`config.mk`:
```
export PLATFORM = sky130hd
export DESIGN_NAME = sound_registers
export DESIGN_NICKNAME = d
export VERILOG_FILES = /design/src/hw/sound_reg_pkg.sv /design/src/hw/sound_registers.sv /design/src/hw/sound_control_regs.sv /design/src/hw/wave_ram.sv /design/src/hw/channel_reg_bank.sv
export SDC_FILE = /design/constraint.sdc
export NUM_CORES = 1
export LEC_CHECK = 0
export BUFFER_PORTS_ARGS = -buffer_cell sky130_fd_sc_hd__buf_2
export CAP_MARGIN = 20
export CORE_MARGIN = 4
export CORE_UTILIZATION = 28
export DETAILED_ROUTE_END_ITERATION = 8
export PLACE_DENSITY_LB_ADDON = 0.05
export SYNTH_ARGS = -nofsm -noshare
export SYNTH_HDL_FRONTEND = slang
export SYNTH_SLANG_ARGS = --single-unit
```
`constraint.sdc`:
```
create_clock -name cpu_clock -period 10.1 [get_ports cpu_clock]
set_input_delay 1.01 -clock cpu_clock [delete_from_list [all_inputs] [get_ports cpu_clock]]
set_output_delay 1.01 -clock cpu_clock [all_outputs]
set_load 0.05 [all_outputs]
```
`src/hw/sound_reg_pkg.sv`:
```
package sound_reg_pkg;

   // cpu side register map
   localparam logic [15:0] ch1_base     = 16'hFF10; // NR10..NR14, tone with sweep
   localparam logic [15:0] ch2_base     = 16'hFF15; // pad slot, then NR21..NR24
   localparam logic [15:0] ch3_base     = 16'hFF1A; // NR30..NR34, wave channel
   localparam logic [15:0] control_base = 16'hFF24; // NR50..NR52
   localparam logic [15:0] wave_base    = 16'hFF30; // wave pattern ram, 16 bytes

   localparam logic [15:0] ch2_pad_address = ch2_base; // no register behind this one

   localparam int bank_bytes     = 5;  // registers per channel
   localparam int trigger_offset = 4;  // frequency high register in each bank
   localparam int wave_bytes     = 16; // 32 four bit samples
   localparam int control_bytes  = 3;  // volume, routing, on/off

   // power up waveform, first byte sits at FF30
   localparam logic [127:0] wave_reset_pattern =
      128'h0123_4567_89AB_CDEF_FEDC_BA98_7654_3210;

   // one cpu write strobe
   typedef struct packed {
      logic [15:0] addr;   // cpu address
      logic [7:0]  data;   // write byte
      logic        enable; // strobe, one cycle per write
   } reg_write_t;

   typedef struct packed {
      logic       unused;         // bit 7 not used
      logic [2:0] sweep_time;     // 0 = sweep off, n/128 Hz steps
      logic       decreasing;     // 1 = frequency goes down
      logic [2:0] shift_count;    // X(t) +/- X(t-1)/2^n
   } sweep_t;

   typedef struct packed {
      logic [1:0] duty;           // 12.5, 25, 50, 75 percent
      logic [5:0] length;         // (64 - t1) / 256 s
   } duty_length_t;

   typedef struct packed {
      logic [3:0] initial_volume; // 0 = silent
      logic       increasing;     // envelope direction
      logic [2:0] sweep_count;    // step length n/64 s, 0 stops envelope
   } envelope_t;

   typedef struct packed {
      logic       restart;        // initial bit, also raises the trigger
      logic       dont_loop;      // stop when length expires
      logic [2:0] unused;
      logic [2:0] freq_high;      // upper 3 bits of 11 bit frequency
      logic [7:0] freq_low;       // lower 8 bits
   } freq_ctrl_t;

   // channel 1, byte 0 (FF10) at the bottom
   typedef struct packed {
      freq_ctrl_t   freq_ctrl;    // FF13, FF14
      envelope_t    envelope;     // FF12
      duty_length_t duty_length;  // FF11
      sweep_t       sweep;        // FF10
   } ch1_regs_t;

   // channel 2 has no sweep register
   typedef struct packed {
      freq_ctrl_t   freq_ctrl;    // FF18, FF19
      envelope_t    envelope;     // FF17
      duty_length_t duty_length;  // FF16
      logic [7:0]   pad;          // FF15, never written
   } ch2_regs_t;

   typedef struct packed {
      logic       unused_hi;
      logic [1:0] level;          // mute, 100, 50, 25 percent
      logic [4:0] unused_lo;
   } ch3_level_t;

   typedef struct packed {
      logic       enable;         // playback on, locks the wave ram
      logic [6:0] unused;
   } ch3_on_off_t;

   typedef struct packed {
      freq_ctrl_t  freq_ctrl;     // FF1D, FF1E
      ch3_level_t  output_level;  // FF1C
      logic [7:0]  length;        // FF1B, (256 - t1) / 256 s
      ch3_on_off_t on_off;        // FF1A
   } ch3_regs_t;

   typedef struct packed {
      logic       master_enable;  // all sound circuits on
      logic [2:0] unused;
      logic       ch4_on;         // status flags, stored as written
      logic       ch3_on;
      logic       ch2_on;
      logic       ch1_on;
   } on_off_t;

   typedef struct packed {
      logic [3:0] so2_channels;   // channels 4..1 to terminal so2
      logic [3:0] so1_channels;   // channels 4..1 to terminal so1
   } routing_t;

   typedef struct packed {
      logic       so2_vin;        // cartridge vin to so2
      logic [2:0] so2_level;      // master volume so2
      logic       so1_vin;
      logic [2:0] so1_level;
   } volume_t;

   typedef struct packed {
      on_off_t  on_off;           // FF26
      routing_t routing;          // FF25
      volume_t  volume;           // FF24
   } control_regs_t;

   typedef logic [127:0] wave_samples_t; // sample zero in the top nibble

endpackage
```
`src/hw/sound_registers.sv`:
```
module sound_registers (
   input  logic                         cpu_clock,
   input  logic                         reset,
   input  sound_reg_pkg::reg_write_t    cpu_write,
   output sound_reg_pkg::ch1_regs_t     ch1_regs,
   output sound_reg_pkg::ch2_regs_t     ch2_regs,
   output sound_reg_pkg::ch3_regs_t     ch3_regs,
   output logic                         ch1_trigger,
   output logic                         ch2_trigger,
   output logic                         ch3_trigger,
   output sound_reg_pkg::wave_samples_t wave_samples,
   output sound_reg_pkg::control_regs_t control
);

   logic wave_lock; // channel 3 playing, wave ram is read only

   // tone with sweep, FF10..FF14
   channel_reg_bank #(
      .payload_t    (sound_reg_pkg::ch1_regs_t),
      .base_address (sound_reg_pkg::ch1_base)
   ) i_ch1_bank (
      .cpu_clock (cpu_clock),
      .reset     (reset),
      .cpu_write (cpu_write),
      .regs      (ch1_regs),
      .trigger   (ch1_trigger)
   );

   // tone, FF16..FF19 behind the FF15 pad
   channel_reg_bank #(
      .payload_t    (sound_reg_pkg::ch2_regs_t),
      .base_address (sound_reg_pkg::ch2_base)
   ) i_ch2_bank (
      .cpu_clock (cpu_clock),
      .reset     (reset),
      .cpu_write (cpu_write),
      .regs      (ch2_regs),
      .trigger   (ch2_trigger)
   );

   // wave channel, FF1A..FF1E
   channel_reg_bank #(
      .payload_t    (sound_reg_pkg::ch3_regs_t),
      .base_address (sound_reg_pkg::ch3_base)
   ) i_ch3_bank (
      .cpu_clock (cpu_clock),
      .reset     (reset),
      .cpu_write (cpu_write),
      .regs      (ch3_regs),
      .trigger   (ch3_trigger)
   );

   // NR30 bit 7
   assign wave_lock = ch3_regs.on_off.enable;

   wave_ram i_wave_ram (
      .cpu_clock (cpu_clock),
      .reset     (reset),
      .cpu_write (cpu_write),
      .wave_lock (wave_lock),
      .samples   (wave_samples)
   );

   // master volume, routing, master enable
   sound_control_regs i_control_regs (
      .cpu_clock (cpu_clock),
      .reset     (reset),
      .cpu_write (cpu_write),
      .control   (control)
   );

endmodule

```
`src/hw/sound_control_regs.sv`:
```
module sound_control_regs (
   input  logic                         cpu_clock,
   input  logic                         reset,
   input  sound_reg_pkg::reg_write_t    cpu_write,
   output sound_reg_pkg::control_regs_t control
);

   // NR50 in byte 0, NR52 in byte 2
   logic [sound_reg_pkg::control_bytes-1:0][7:0] control_q;

   logic [15:0] offset;                                        // distance from FF24
   logic [$clog2(sound_reg_pkg::control_bytes)-1:0] index;    // byte select
   logic        hit;

   assign offset = cpu_write.addr - sound_reg_pkg::control_base;
   assign index  = offset[$clog2(sound_reg_pkg::control_bytes)-1:0];
   assign hit    = cpu_write.enable && (offset < 16'(sound_reg_pkg::control_bytes));

   always_ff @(posedge cpu_clock or posedge reset) begin
      if (reset) begin
         control_q <= '0; // master off, no routing, volume 0
      end else if (hit) begin
         // NR52 flag bits are kept as written
         control_q[index] <= cpu_write.data;
      end
   end

   assign control = sound_reg_pkg::control_regs_t'(control_q);

endmodule

```
`src/hw/wave_ram.sv`:
```
module wave_ram (
   input  logic                         cpu_clock,
   input  logic                         reset,
   input  sound_reg_pkg::reg_write_t    cpu_write,
   input  logic                         wave_lock,
   output sound_reg_pkg::wave_samples_t samples
);

   // 16 bytes, FF30 in the top slot so sample zero leads
   logic [sound_reg_pkg::wave_bytes-1:0][7:0] ram_q;

   logic [15:0] offset;                                  // distance from FF30
   logic [$clog2(sound_reg_pkg::wave_bytes)-1:0] index; // byte number from FF30
   logic [$clog2(sound_reg_pkg::wave_bytes)-1:0] slot;  // position in ram_q
   logic        in_range;
   logic        write_ok;

   assign offset   = cpu_write.addr - sound_reg_pkg::wave_base;
   assign index    = offset[$clog2(sound_reg_pkg::wave_bytes)-1:0];
   assign in_range = offset < 16'(sound_reg_pkg::wave_bytes);

   // reversed order, byte 0 goes to slot 15
   assign slot = ~index;

   // cpu loses access while channel 3 plays back
   assign write_ok = cpu_write.enable && in_range && !wave_lock;

   always_ff @(posedge cpu_clock or posedge reset) begin
      if (reset) begin
         ram_q <= sound_reg_pkg::wave_reset_pattern; // arbitrary ramp up and down
      end else if (write_ok) begin
         ram_q[slot] <= cpu_write.data; // two samples per byte, high nibble first
      end
   end

   assign samples = ram_q;

endmodule

```
`src/hw/channel_reg_bank.sv`:
```
module channel_reg_bank #(
   parameter type         payload_t    = sound_reg_pkg::ch1_regs_t,
   parameter logic [15:0] base_address = sound_reg_pkg::ch1_base
) (
   input  logic                      cpu_clock,
   input  logic                      reset,
   input  sound_reg_pkg::reg_write_t cpu_write,
   output payload_t                  regs,
   output logic                      trigger
);

   logic [sound_reg_pkg::bank_bytes-1:0][7:0] bank_q; // byte i at base + i

   logic [15:0] offset;                                     // distance from base
   logic [$clog2(sound_reg_pkg::bank_bytes)-1:0] index;    // byte select
   logic        in_range;                                   // address inside the bank
   logic        is_pad;                                     // unmapped slot
   logic        hit;                                        // write lands here
   logic        trigger_hit;                                // write to frequency high

   assign offset   = cpu_write.addr - base_address; // wraps high below base
   assign index    = offset[$clog2(sound_reg_pkg::bank_bytes)-1:0];
   assign in_range = offset < 16'(sound_reg_pkg::bank_bytes);

   // FF15 sits below NR21, the hardware has no register there
   assign is_pad = cpu_write.addr == sound_reg_pkg::ch2_pad_address;

   assign hit         = cpu_write.enable && in_range && !is_pad;
   assign trigger_hit = hit && (offset == 16'(sound_reg_pkg::trigger_offset));

   always_ff @(posedge cpu_clock or posedge reset) begin
      if (reset) begin
         bank_q <= '0; // channel starts silent
      end else if (hit) begin
         bank_q[index] <= cpu_write.data; // whole byte, unused bits too
      end
   end

   // restart level, valid until the next cpu write of any kind
   always_ff @(posedge cpu_clock or posedge reset) begin
      if (reset) begin
         trigger <= 1'b0;
      end else if (cpu_write.enable) begin
         trigger <= trigger_hit && cpu_write.data[7]; // initial bit
      end
   end

   assign regs = payload_t'(bank_q); // byte 0 is the low byte of the struct

endmodule

```
* After elaboration in Yosys (flattened, before gate mapping)
Cells that the tools add are included.
** Word-level totals
- Logic and storage cells :: 99
- Output and inout bits :: 275
- Memories :: 0
- Bits in read-only memories :: 0
- Input port bits :: 27
- Bits in registers :: 275
- Bits in writable memories :: 0
- Latch bits :: 0
** Operators by class
- Multiply operators :: 0
- Div/mod/pow operators :: 0
- Muxes and demuxes :: 15
- Reductions and logical operators :: 22
- Order comparisons :: 15
- Add/subtract/negate cells :: 5
- Shift-type cells :: 0
- Bitwise logic cells :: 1
- Eq/ne operators :: 4
** Operators by type and width (number)
- bitwise mux 128 bit :: 1
- bitwise mux 40 bit :: 3
- subtractor 16 bit, second input constant :: 5
- demux 8 bit (select 3 bit) :: 3
- equality test 16 x 3 -> 1 bit, second input constant :: 3
- less-than comparator 16 x 3 -> 1 bit, second input constant :: 3
- two-way mux 8 bit :: 5
- demux 8 bit (select 4 bit) :: 1
- bitwise mux 24 bit :: 1
- logical AND 1 bit :: 20
- demux 8 bit (select 2 bit) :: 1
- equality test 16 bit, second input constant :: 1
- less-than comparator 16 x 2 -> 1 bit, second input constant :: 1
- less-than comparator 16 x 5 -> 1 bit, second input constant :: 1
- less-than comparator 3 x 4 -> 1 bit, second input constant :: 3
- greater-or-equal comparator 3 x 1 -> 1 bit, second input constant :: 3
- less-than comparator 4 x 5 -> 1 bit, second input constant :: 1
- greater-or-equal comparator 4 x 1 -> 1 bit, second input constant :: 1
- inverter 4 bit :: 1
- less-than comparator 2 x 3 -> 1 bit, second input constant :: 1
- greater-or-equal comparator 2 x 1 -> 1 bit, second input constant :: 1
- logical NOT 1 bit :: 2

* Longest topological paths before layout
Gate-level depths: netlist of run 1.
- Depth in word-level cells :: 7
- Mapped depth :: 9
- Mapped depth without buffers :: 8

* Hierarchy
A second synthesis of run 1 with hierarchy kept.
** Unflattened totals
- Cells, all modules :: 793
- Area, all modules :: 12210.5 um^2
** By module, submodules not included
- wave_ram :: cells each 304, times used 1, seq. area each 3283.1 um^2, area an instance 5079.9 um^2
- channel_reg_bank (i_ch2_bank) :: cells each 153, times used 1, seq. area each 1026.0 um^2, area an instance 2177.1 um^2
- channel_reg_bank (i_ch3_bank) :: cells each 150, times used 1, seq. area each 1026.0 um^2, area an instance 2021.9 um^2
- channel_reg_bank (i_ch1_bank) :: cells each 116, times used 1, seq. area each 1026.0 um^2, area an instance 1833.0 um^2
- sound_control_regs :: cells each 70, times used 1, seq. area each 600.6 um^2, area an instance 1098.6 um^2

* Worst setup path before layout of run 1
Ideal clock, no wire load.
- Kind :: input to register
- From :: in cpu_write[11] in the netlist's numbering
- To :: reg i_ch3_bank.bank_q (netlist bit i_ch3_bank.regs[0])
- Data required time :: 9.975 ns
- Stages on the path :: 9
- Data arrival time :: 3.212 ns
- Setup slack :: 6.764 ns
- Path buffers :: 1
- Library setup time :: 0.125 ns
- Path through :: clkbuf_1 -> inv_1 -> ha_1 -> and3b_1 -> o21ai_0 -> a22o_1 -> nor4_2 -> nand3_2 -> mux2_2
** Between the ends
- Longest elaborated chain between the ends :: 6
- Elaborated cells on any way between the ends :: 12
- Classes of those cells :: add/sub (1); order compare (3); eq/ne (1); mux (3); reduce/logical (4)
** RTL lines
- start: declaration :: RTL line sound_registers.sv:4 : input sound_reg_pkg::reg_write_t cpu_write,
- subtractor 16 bit :: RTL line channel_reg_bank.sv:21 : assign offset = cpu_write.addr - base_address;
- less-than comparator 3 x 4 -> 1 bit (implied by the code) / greater-or-equal comparator 3 x 1 -> 1 bit (equally long branches) :: RTL line channel_reg_bank.sv:35 : bank_q[index] <= cpu_write.data;
- logical AND 1 bit (implied by the code) :: RTL line channel_reg_bank.sv:35
- two-way mux 8 bit (implied by the code) :: RTL line channel_reg_bank.sv:35
- demux 8 bit (select 3 bit)
- bitwise mux 40 bit :: RTL line channel_reg_bank.sv:35
- end signal: indexed assignment :: RTL line channel_reg_bank.sv:35
- end: declaration :: RTL line channel_reg_bank.sv:12 : logic [sound_reg_pkg::bank_bytes-1:0][7:0] bank_q;
Several ways; a longest one is shown, not always the timed one.
A chain may end at the register's enable or synchronous reset.

* Worst setup path in the final report of run 1
- From :: in cpu_write[11] in the netlist's numbering
- To :: reg i_ch3_bank.bank_q (netlist bit i_ch3_bank.regs[8])
The elaborated chain is that of the path after synthesis.

==> flow_summary.ini, run 1 <==
[power]
p_total_mw = 2.41
power.density_nw_per_um2 = 165
p_leak_nw = 7.85
irDropWorstVdd_mv = 0.138

[final_layout]
multi_input_area_um2 = 4330
fin_nets = 1124
fillers = 4104
layout-drive-gt1-share = 0.639
final_util = 0.359
area_delta_synth_final_pct = 27.1
layoutNonFillerInstCount = 1643
regArea_um2 = 6960

[synth]
yosysUniqueCellTypes = 60
synth_area_um2 = 11500
syn_inst = 791
synth_edf_count = 0
ys_ff_latch = 275
synth_nets = 830
synth_seq_area_share = 0.604
syn_area_per_cell_um2 = 14.6
yosys_most_used_dff = dfrtp_1
synth_async_sr_flop_share = 1.00
yosys_warnings = 0

[timing]
period_needed_ps = 3720
slew_violations = 0
max-slew-margin-rel = 0.318
fin_tns_setup_ps = 0
setup_viol = 0
worstMarginPinSlew_ps = 1020
fin_worst_skew_ps = 7.26
grt_setup_unrepaired = no
post-route-period-util = 0.368
clock.fmax_ghz = 0.269
hold_viol = 0

[critical_path]
regToRegEndpoint = i_wave_ram.samples[53]$_DFFE_PP0P_
worst-r2r-cell-count = 4
cp-end-kind = flip-flop
rrSetupSlack_ps = 7290
slowest_delay_ps = 680
r2r_start = i_ch3_bank.regs[7]$_DFFE_PP0P_
cp_cell_sequence = buf_2 -> inv_1 -> ha_1 -> and3b_1 -> o21ai_0 -> a22o_1 -> nor4_2 -> nand3_2 -> mux2_2
slowest_stage = nor4_2
worstSetupPathType = input port to flip-flop
crit_arrival_ps = 4120
path_max_fanout = 17
crit_family = simple AND/OR/NAND/NOR gates
path_buf_inv = 2
cp.required_ps = 10500
critPathLaunchType = input port

[clock_network]
cts_root_buffer = clkbuf_16
cts_hold_buf = 0
cts_sinks = 275
cts_resized = 0
cts.path.max_buffers = 3
clk-insertion-delay-late_ps = 520
cts_buffers = 34
clk_pin_slew_ps = 60
cts_setup_buffers = 0
cts_tree = done
htreeDepth = 2

[global_routing]
antenna_found_initial = 1
grt_pass1_vias = 8129
gr-usage-all-layers = 0.171
grt_first_pass_wirelength_um = 56900
grt_max_degree = 94
gr-total-overflow = 0

[place]
placed_cells = 1581
place.port_buffers = 301
gp_congestion = 0.809
hpwl_um = 25900

[route]
top_layer = met4
ant_nets = 0
vias = 7735
viasPerCell = 4.71
drt-met1-wl_um = 16500
postRouteWirelength_um = 38600
dr.pass1.iters = 4
met2_length_um = 18700
drt_first_iter_violations = 317
met3_length_um = 2500
wl_per_cell_um = 23.5
drcViolationCount = 0

[min_path]
hold_depth = 1
hold_path_end = i_ch1_bank.regs[7]$_DFFE_PP0P_
hp-class = flip-flop to flip-flop
min_from = i_ch1_bank.regs[7]$_DFFE_PP0P_

[floorplan]
fp-row-count = 74
start_util = 0.283
die_area_um2 = 44500
fp.dieH_um = 211
die_w_um = 211
core_area_um2 = 40700
io_pins = 302

[outcome]
status = finished, final reports clean

[run]
maxCapViolations = 0
## sequential cells by signal (all words and copies together) (netlist names)
| signal | cells |
|---|---|
| i_ch1_bank.regs | 40 |
| i_ch1_bank.trigger | 1 |
| i_ch2_bank.regs | 40 |
| i_ch2_bank.trigger | 1 |
| i_ch3_bank.regs | 40 |
| i_ch3_bank.trigger | 1 |
| i_control_regs.control | 24 |
| i_wave_ram.samples | 128 |
## worst max-delay path by stage
| stage | from | endpoint | slack [ps] | depth (start not counted) |
|---|---|---|---|---|
| floorplan | reset | i_ch1_bank.regs[0]$_DFFE_PP0P_ | 1620 | 1 |
| global placement | cpu_write[11] | i_ch3_bank.regs[13]$_DFFE_PP0P_ | 5670 | 9 |
| detailed placement | cpu_write[11] | i_ch3_bank.regs[8]$_DFFE_PP0P_ | 5700 | 9 |
| CTS | cpu_write[11] | i_ch3_bank.regs[8]$_DFFE_PP0P_ | 6270 | 9 |
| global route | cpu_write[11] | i_ch3_bank.regs[13]$_DFFE_PP0P_ | 6130 | 9 |
| finish | cpu_write[11] | i_ch3_bank.regs[8]$_DFFE_PP0P_ | 6380 | 9 |
## per-stage QoR
stage | hold slack, ps | cell area, µm² | setup WS (ps)
floorplan | 497 | 11500 | 1620
global placement | 484 | 13500 | 5670
detailed placement | 476 | 13500 | 5700
CTS | 489 | 14600 | 6270
global route | 506 | 14600 | 6130
finish | 489 | 14600 | 6380
## logic make-up (layout without fill, tap and decap cells)
kind of cell | Yosys count | count (layout) | share of synthesized area
simple gates | 124 | 124 | 0.0665
flops | 275 | 275 | 0.604
xor+xnor | 3 | 3 | 0.00228
buf+inv | 61 | 380 | 0.0205
compound gates | 42 | 42 | 0.0259
mux | 274 | 274 | 0.268
other cells | 0 | 1 | 0
fa+ha+maj | 12 | 12 | 0.0130
## cell type report
| class | instances | share of cell area |
|---|---|---|
| multi-input cells | 455 | 0.295 |
| clock buffers | 56 | 0.0693 |
| flip-flops and latches | 275 | 0.475 |
| well taps | 532 | 0.0455 |
| clock inverters | 5 | 0.00538 |
| diodes | 1 | 0.000171 |
| inverters | 15 | 0.00436 |
| repair buffers | 304 | 0.104 |
## routing by layer
metal,global-route usage,vias up
li1,-,3425
met5,0,-
met1,0.220,4026
met3,0.0452,47
met4,0.0532,0
met2,0.284,237
## layout by cell type (no fill, tap or decap), types with 12 or more instances in the layout
cell,n
clkbuf_1,15
mux2_2,270
dfstp_2,64
nor2_1,16
inv_1,14
ha_1,12
buf_2,301
nand2_1,26
dfrtp_1,211
clkbuf_16,35
## where the power goes
group	total [mW]	switching (mW)	internal, mW
Combinational	0.0999	0.0823	0.0176
Sequential	1.10	0.000191	1.10
Clock	1.21	0.473	0.736
Total	2.41	0.556	1.86
## Yosys cell counts, types with 3 or more instances
| cell type | number | area, µm² |
|---|---|---|
| nand3_1 | 11 | 55.1 |
| nor2_1 | 16 | 60.1 |
| ha_1 | 12 | 150 |
| clkbuf_1 | 40 | 150 |
| and2_1 | 5 | 31.3 |
| o2111ai_1 | 3 | 26.3 |
| nor3_1 | 5 | 25.0 |
| dfrtp_1 | 211 | 5280 |
| nand3_2 | 5 | 50.1 |
| nand4_1 | 5 | 31.3 |
| nor2_2 | 3 | 18.8 |
| mux2_1 | 3 | 33.8 |
| nand2_1 | 26 | 97.6 |
| nand2b_1 | 4 | 25.0 |
| dfstp_2 | 64 | 1680 |
| mux2_2 | 270 | 3040 |
| o21ai_0 | 10 | 50.1 |
| nor2b_1 | 7 | 43.8 |
| o211ai_1 | 3 | 22.5 |
| nor4_1 | 6 | 37.5 |
| a21oi_1 | 5 | 25.0 |
| o22ai_1 | 4 | 25.0 |
| or3_1 | 4 | 25.0 |
| inv_1 | 15 | 56.3 |
| nand4_2 | 5 | 62.6 |
| and3_1 | 4 | 25.0 |
(Power assumes the default switching activity.)
==> run 2: changes to the inputs <==
- clock period: 10.1 -> 3.2 ns (I/O delays scaled with it)
==> run 2 against run 1 <==
Sequential power increased to 3.2 times the previous value. Highest routed layer unchanged. Clock power grew to 3.1 times the previous value. Via count up 0.39%. Sequential share of layout area decreased by 0.85 points. Hold slack got worse by 370 ps. First-iteration DRC count fell by 6.0%. Global-route usage is 0.18 points lower. Non-clock buffer count increased by 27. Total power grew to 3.1 times the previous value.
==> flow_summary.ini, run 2 (synthesis results as in run 1) <==
[global_routing]
grt_pass1_vias = 8239
gr-usage-all-layers = 0.169
antenna_found_initial = 0
grt_max_degree = 60
grt_first_pass_wirelength_um = 56600
gr-total-overflow = 0

[critical_path]
path_max_fanout = 8
crit_arrival_ps = 2940
slowest_delay_ps = 420
crit_family = simple AND/OR/NAND/NOR gates
path_buf_inv = 1
cp.required_ps = 3600
worstSetupPathType = flip-flop to flip-flop
cp-end-kind = flip-flop
cp_cell_sequence = or3_1 -> nor4_1 -> buf_4 -> and2_1 -> nand3_1 -> mux2_2
slowest_stage = dfrtp_1
critPathLaunchType = flip-flop

[timing]
post-route-period-util = 0.792
grt_setup_unrepaired = no
slew_violations = 0
max-slew-margin-rel = 0.353
clock.fmax_ghz = 0.394
hold_ws_ps = 123
worstMarginPinSlew_ps = 971
fin_tns_setup_ps = 0
period_needed_ps = 2540
setup_viol = 0
hold_viol = 0
fin_worst_skew_ps = 9.62

[route]
postRouteWirelength_um = 37900
vias = 7765
ant_nets = 0
viasPerCell = 4.65
wl_per_cell_um = 22.7
drt_first_iter_violations = 298
dr.pass1.iters = 4
drcViolationCount = 0

[floorplan]
start_util = 0.283
core_area_um2 = 40700
fp-row-count = 74
die_area_um2 = 44500
io_pins = 302
die_w_um = 211
fp.dieH_um = 211

[place]
hpwl_um = 26400
dpl_cell_area_um2 = 13800
gp_congestion = 0.801
place.port_buffers = 301

[clock_network]
cts_resized = 0
clk-insertion-delay-late_ps = 520
cts_buffers = 34
cts_sinks = 275
cts_root_buffer = clkbuf_16
htreeDepth = 2
cts.path.max_buffers = 3
cts_tree = done
cts_setup_buffers = 0
clk_pin_slew_ps = 50

[run]
maxCapViolations = 0

[outcome]
status = finished, final reports clean

[power]
irDropWorstVdd_mv = 0.273
p_total_mw = 7.59
p_leak_nw = 8.01
power.density_nw_per_um2 = 509

[final_layout]
finish.instance_area_um2 = 14900
layout-drive-gt1-share = 0.648
fin_nets = 1151
mostFrequentLayoutCells = buf_2 (301), mux2_2 (270), dfrtp_1 (211), dfstp_2 (64), clkbuf_16 (35)
largest_reg_flops = 128
final_common_cell = buf_2
area_delta_synth_final_pct = 29.4
diodes = 0

[min_path]
hp-class = input port to flip-flop
==> run 2: per-stage QoR <==
step                      instances  utilization  setup slack, ps
after detailed placement       1607        0.339              179
after global placement         1607        0.339              145
after global routing           1669        0.366              507
final                          1669        0.366              665
after floorplan                 791            -             -705
after CTS                      1669        0.366              556
==> run 2: power breakdown <==
group	total (mW)	internal [mW]	switching [mW]
Sequential	3.49	3.48	0.000616
Clock	3.77	2.31	1.46
Combinational	0.340	0.0775	0.263
Total	7.59	5.87	1.73
==> run 2: path summary, 6_finish.rpt <==
kind                                                      from                                  to  slack [ps]  depth (start not counted)
worst max-delay path            i_ch3_bank.regs[7]$_DFFE_PP0P_   i_wave_ram.samples[6]$_DFFE_PP0P_         660                          6
worst min-delay path                              cpu_write[0]      i_ch1_bank.trigger$_DFFE_PP0P_         120                          2
worst max register to register  i_ch3_bank.regs[7]$_DFFE_PP0P_   i_wave_ram.samples[6]$_DFFE_PP0P_         660                          6
worst min register to register  i_ch1_bank.regs[1]$_DFFE_PP0P_      i_ch1_bank.regs[1]$_DFFE_PP0P_         480                          1
max in group asynchronous                                reset  i_wave_ram.samples[41]$_DFFE_PP1P_        1830                          4
min in group asynchronous                                reset      i_ch1_bank.regs[0]$_DFFE_PP0P_         520                          3
==> run 2: layout make-up <==
cell class / instances / area, µm²
Multi-Input combinational cell: 455 / 4330
Clock inverter: 4 / 48.8
Clock buffer: 57 / 1050
Inverter: 15 / 60.1
Timing Repair Buffer: 331 / 1800
Tap cell: 532 / 666
Fill cell: 4084 / 25800
Sequential cell: 275 / 6960
==> run 2: repair_timing <==
action	in CTS	in global routing
hold endpoints to repair	21	0
setup endpoints to repair	0	0
hold buffers	1	0
==> run 2: layer usage <==
metal  routed length [µm]  track usage
met1                15900        0.213
met5                    0            0
met4                  653       0.0407
met2                18800        0.285
met3                 2640       0.0555
==> run 3: changes to the inputs <==
- clock period: 3.2 -> 2.45 ns (I/O delays scaled with it)
==> run 3 against run 2 <==
Flip-flop and latch count is the same. Setup slack lost 450 ps. Core utilization grew 1.9 points. First-iteration DRC count shrank 20%. Combinational power grew 52%. Sequential share of layout area shrank 2.3 points. Critical path depth shrank 1. Via count grew 3.3%. Critical endpoint is now i_wave_ram.samples[16]$_DFFE_PP0P_.
==> flow_summary.ini, run 3 (synthesis results as in run 1) <==
[global_routing]
grt_pass1_vias = 8584
grt_first_pass_wirelength_um = 58500
gr-total-overflow = 0
antenna_found_initial = 0
grt_max_degree = 57
gr-usage-all-layers = 0.175

[clock_network]
cts_root_buffer = clkbuf_16
cts.path.max_buffers = 3
htreeDepth = 2
clk_pin_slew_ps = 60
cts_buffers = 34
cts_tree = done
cts_sinks = 275
clk-insertion-delay-late_ps = 530
cts_setup_buffers = 0
cts_resized = 0

[floorplan]
die_w_um = 211
start_util = 0.283
io_pins = 302
die_area_um2 = 44500
core_area_um2 = 40700
fp.dieH_um = 211
fp-row-count = 74

[route]
wl_per_cell_um = 22.5
viasPerCell = 4.61
drcViolationCount = 0
ant_nets = 0
postRouteWirelength_um = 39200
drt_first_iter_violations = 239
dr.pass1.iters = 4
vias = 8025

[final_layout]
final_common_cell = buf_2
diodes = 0
finish.instance_area_um2 = 15700
area_delta_synth_final_pct = 36.1
layout-drive-gt1-share = 0.671
largest_reg_flops = 128
mostFrequentLayoutCells = buf_2 (301), mux2_2 (265), dfrtp_1 (211), buf_4 (78), dfstp_2 (64)
fin_nets = 1224
fillers = 4010

[place]
gp_congestion = 0.823
place.port_buffers = 301
hpwl_um = 27700
dpl_cell_area_um2 = 14600

[timing]
slew_violations = 0
clock.fmax_ghz = 0.447
fin_worst_skew_ps = 9.91
grt_setup_unrepaired = no
max-slew-margin-rel = 0.374
fin_tns_setup_ps = 0
worstMarginPinSlew_ps = 939
setup_viol = 0
post-route-period-util = 0.914
hold_ws_ps = 41.2
hold_viol = 0
period_needed_ps = 2240

[min_path]
hp-class = input port to flip-flop

[power]
irDropWorstVdd_mv = 0.432
p_leak_nw = 8.42
power.density_nw_per_um2 = 626

[run]
maxCapViolations = 0

[critical_path]
path_max_fanout = 8
crit_arrival_ps = 2650
cp-end-kind = flip-flop
critPathLaunchType = flip-flop
worstSetupPathType = flip-flop to flip-flop
cp.required_ps = 2860

[outcome]
status = finished, final reports clean
run 3: changes by cell type in the layout (fill, tap and decap cells not counted), moves of 2 or more:
cell / before / now
buf_4: 24 / 78
buf_12: 5 / 24
mux2_4: 0 / 8
mux2_2: 270 / 265
mux2_1: 3 / 0
clkbuf_8: 9 / 7
run 3: final timing paths:
| path | slack [ps] | cells after the start | to | from |
|---|---|---|---|---|
| min in group asynchronous | 440 | 3 | i_wave_ram.samples[7]$_DFFE_PP0P_ | reset |
| worst max-delay path | 210 | 5 | i_wave_ram.samples[16]$_DFFE_PP0P_ | i_ch3_bank.regs[7]$_DFFE_PP0P_ |
| max in group asynchronous | 1210 | 4 | i_wave_ram.samples[4]$_DFFE_PP1P_ | reset |
| worst max register to register | 210 | 5 | i_wave_ram.samples[16]$_DFFE_PP0P_ | i_ch3_bank.regs[7]$_DFFE_PP0P_ |
| worst min register to register | 500 | 1 | i_wave_ram.samples[127]$_DFFE_PP0P_ | i_wave_ram.samples[127]$_DFFE_PP0P_ |
| worst min-delay path | 40 | 2 | i_ch1_bank.trigger$_DFFE_PP0P_ | cpu_write[0] |
run 3: timing repair:
item / CTS / global route
hold buffers: 1 / 0
endpoints found under the hold margin: 8 / 0
setup endpoints to repair: 0 / 0
run 3: worst max-delay path: stages (launching register included):
cell and delay (ps):
dfrtp_1 390, or3_1 360, or4_1 560, nor2_1 240
buf_4 220, mux2_2 340
run 3: report_power, final:
group          switching [mW]  internal, mW  total [mW]
Sequential           0.000805          4.55        4.55
Combinational           0.364         0.154       0.518
Clock                    1.91          2.84        4.76
run 3: routing by layer:
| metal | global-route usage | share of wire |
|---|---|---|
| met5 | 0 | 0 |
| met4 | 0.0469 | 0.020 |
| met3 | 0.0499 | 0.065 |
| met2 | 0.298 | 0.50 |
| met1 | 0.220 | 0.42 |
run 3: metrics by stage:
stage | cells | setup WS (ps) | utilization | power (mW)
6_report | 1740 | 211 | 0.385 | 9.83
2_1_floorplan | 791 | -1380 | - | 4.88
5_1_grt | 1740 | 115 | 0.385 | 10.2
3_3_place_gp | 1680 | -286 | 0.359 | 5.17
3_5_place_dp | 1680 | -289 | 0.359 | 5.16
4_1_cts | 1740 | 190 | 0.385 | 10.1
run 3: final cells by class:
type                       instances  area [µm²]  share of cell area
clock buffer                      56        1020              0.0653
clock inverter                     3        21.3             0.00136
inverter                          15        60.1             0.00383
multi-input combinational        455        4370               0.279
sequential                       275        6960               0.444
tap                              532         666              0.0424
timing repair buffer             404        2580               0.165
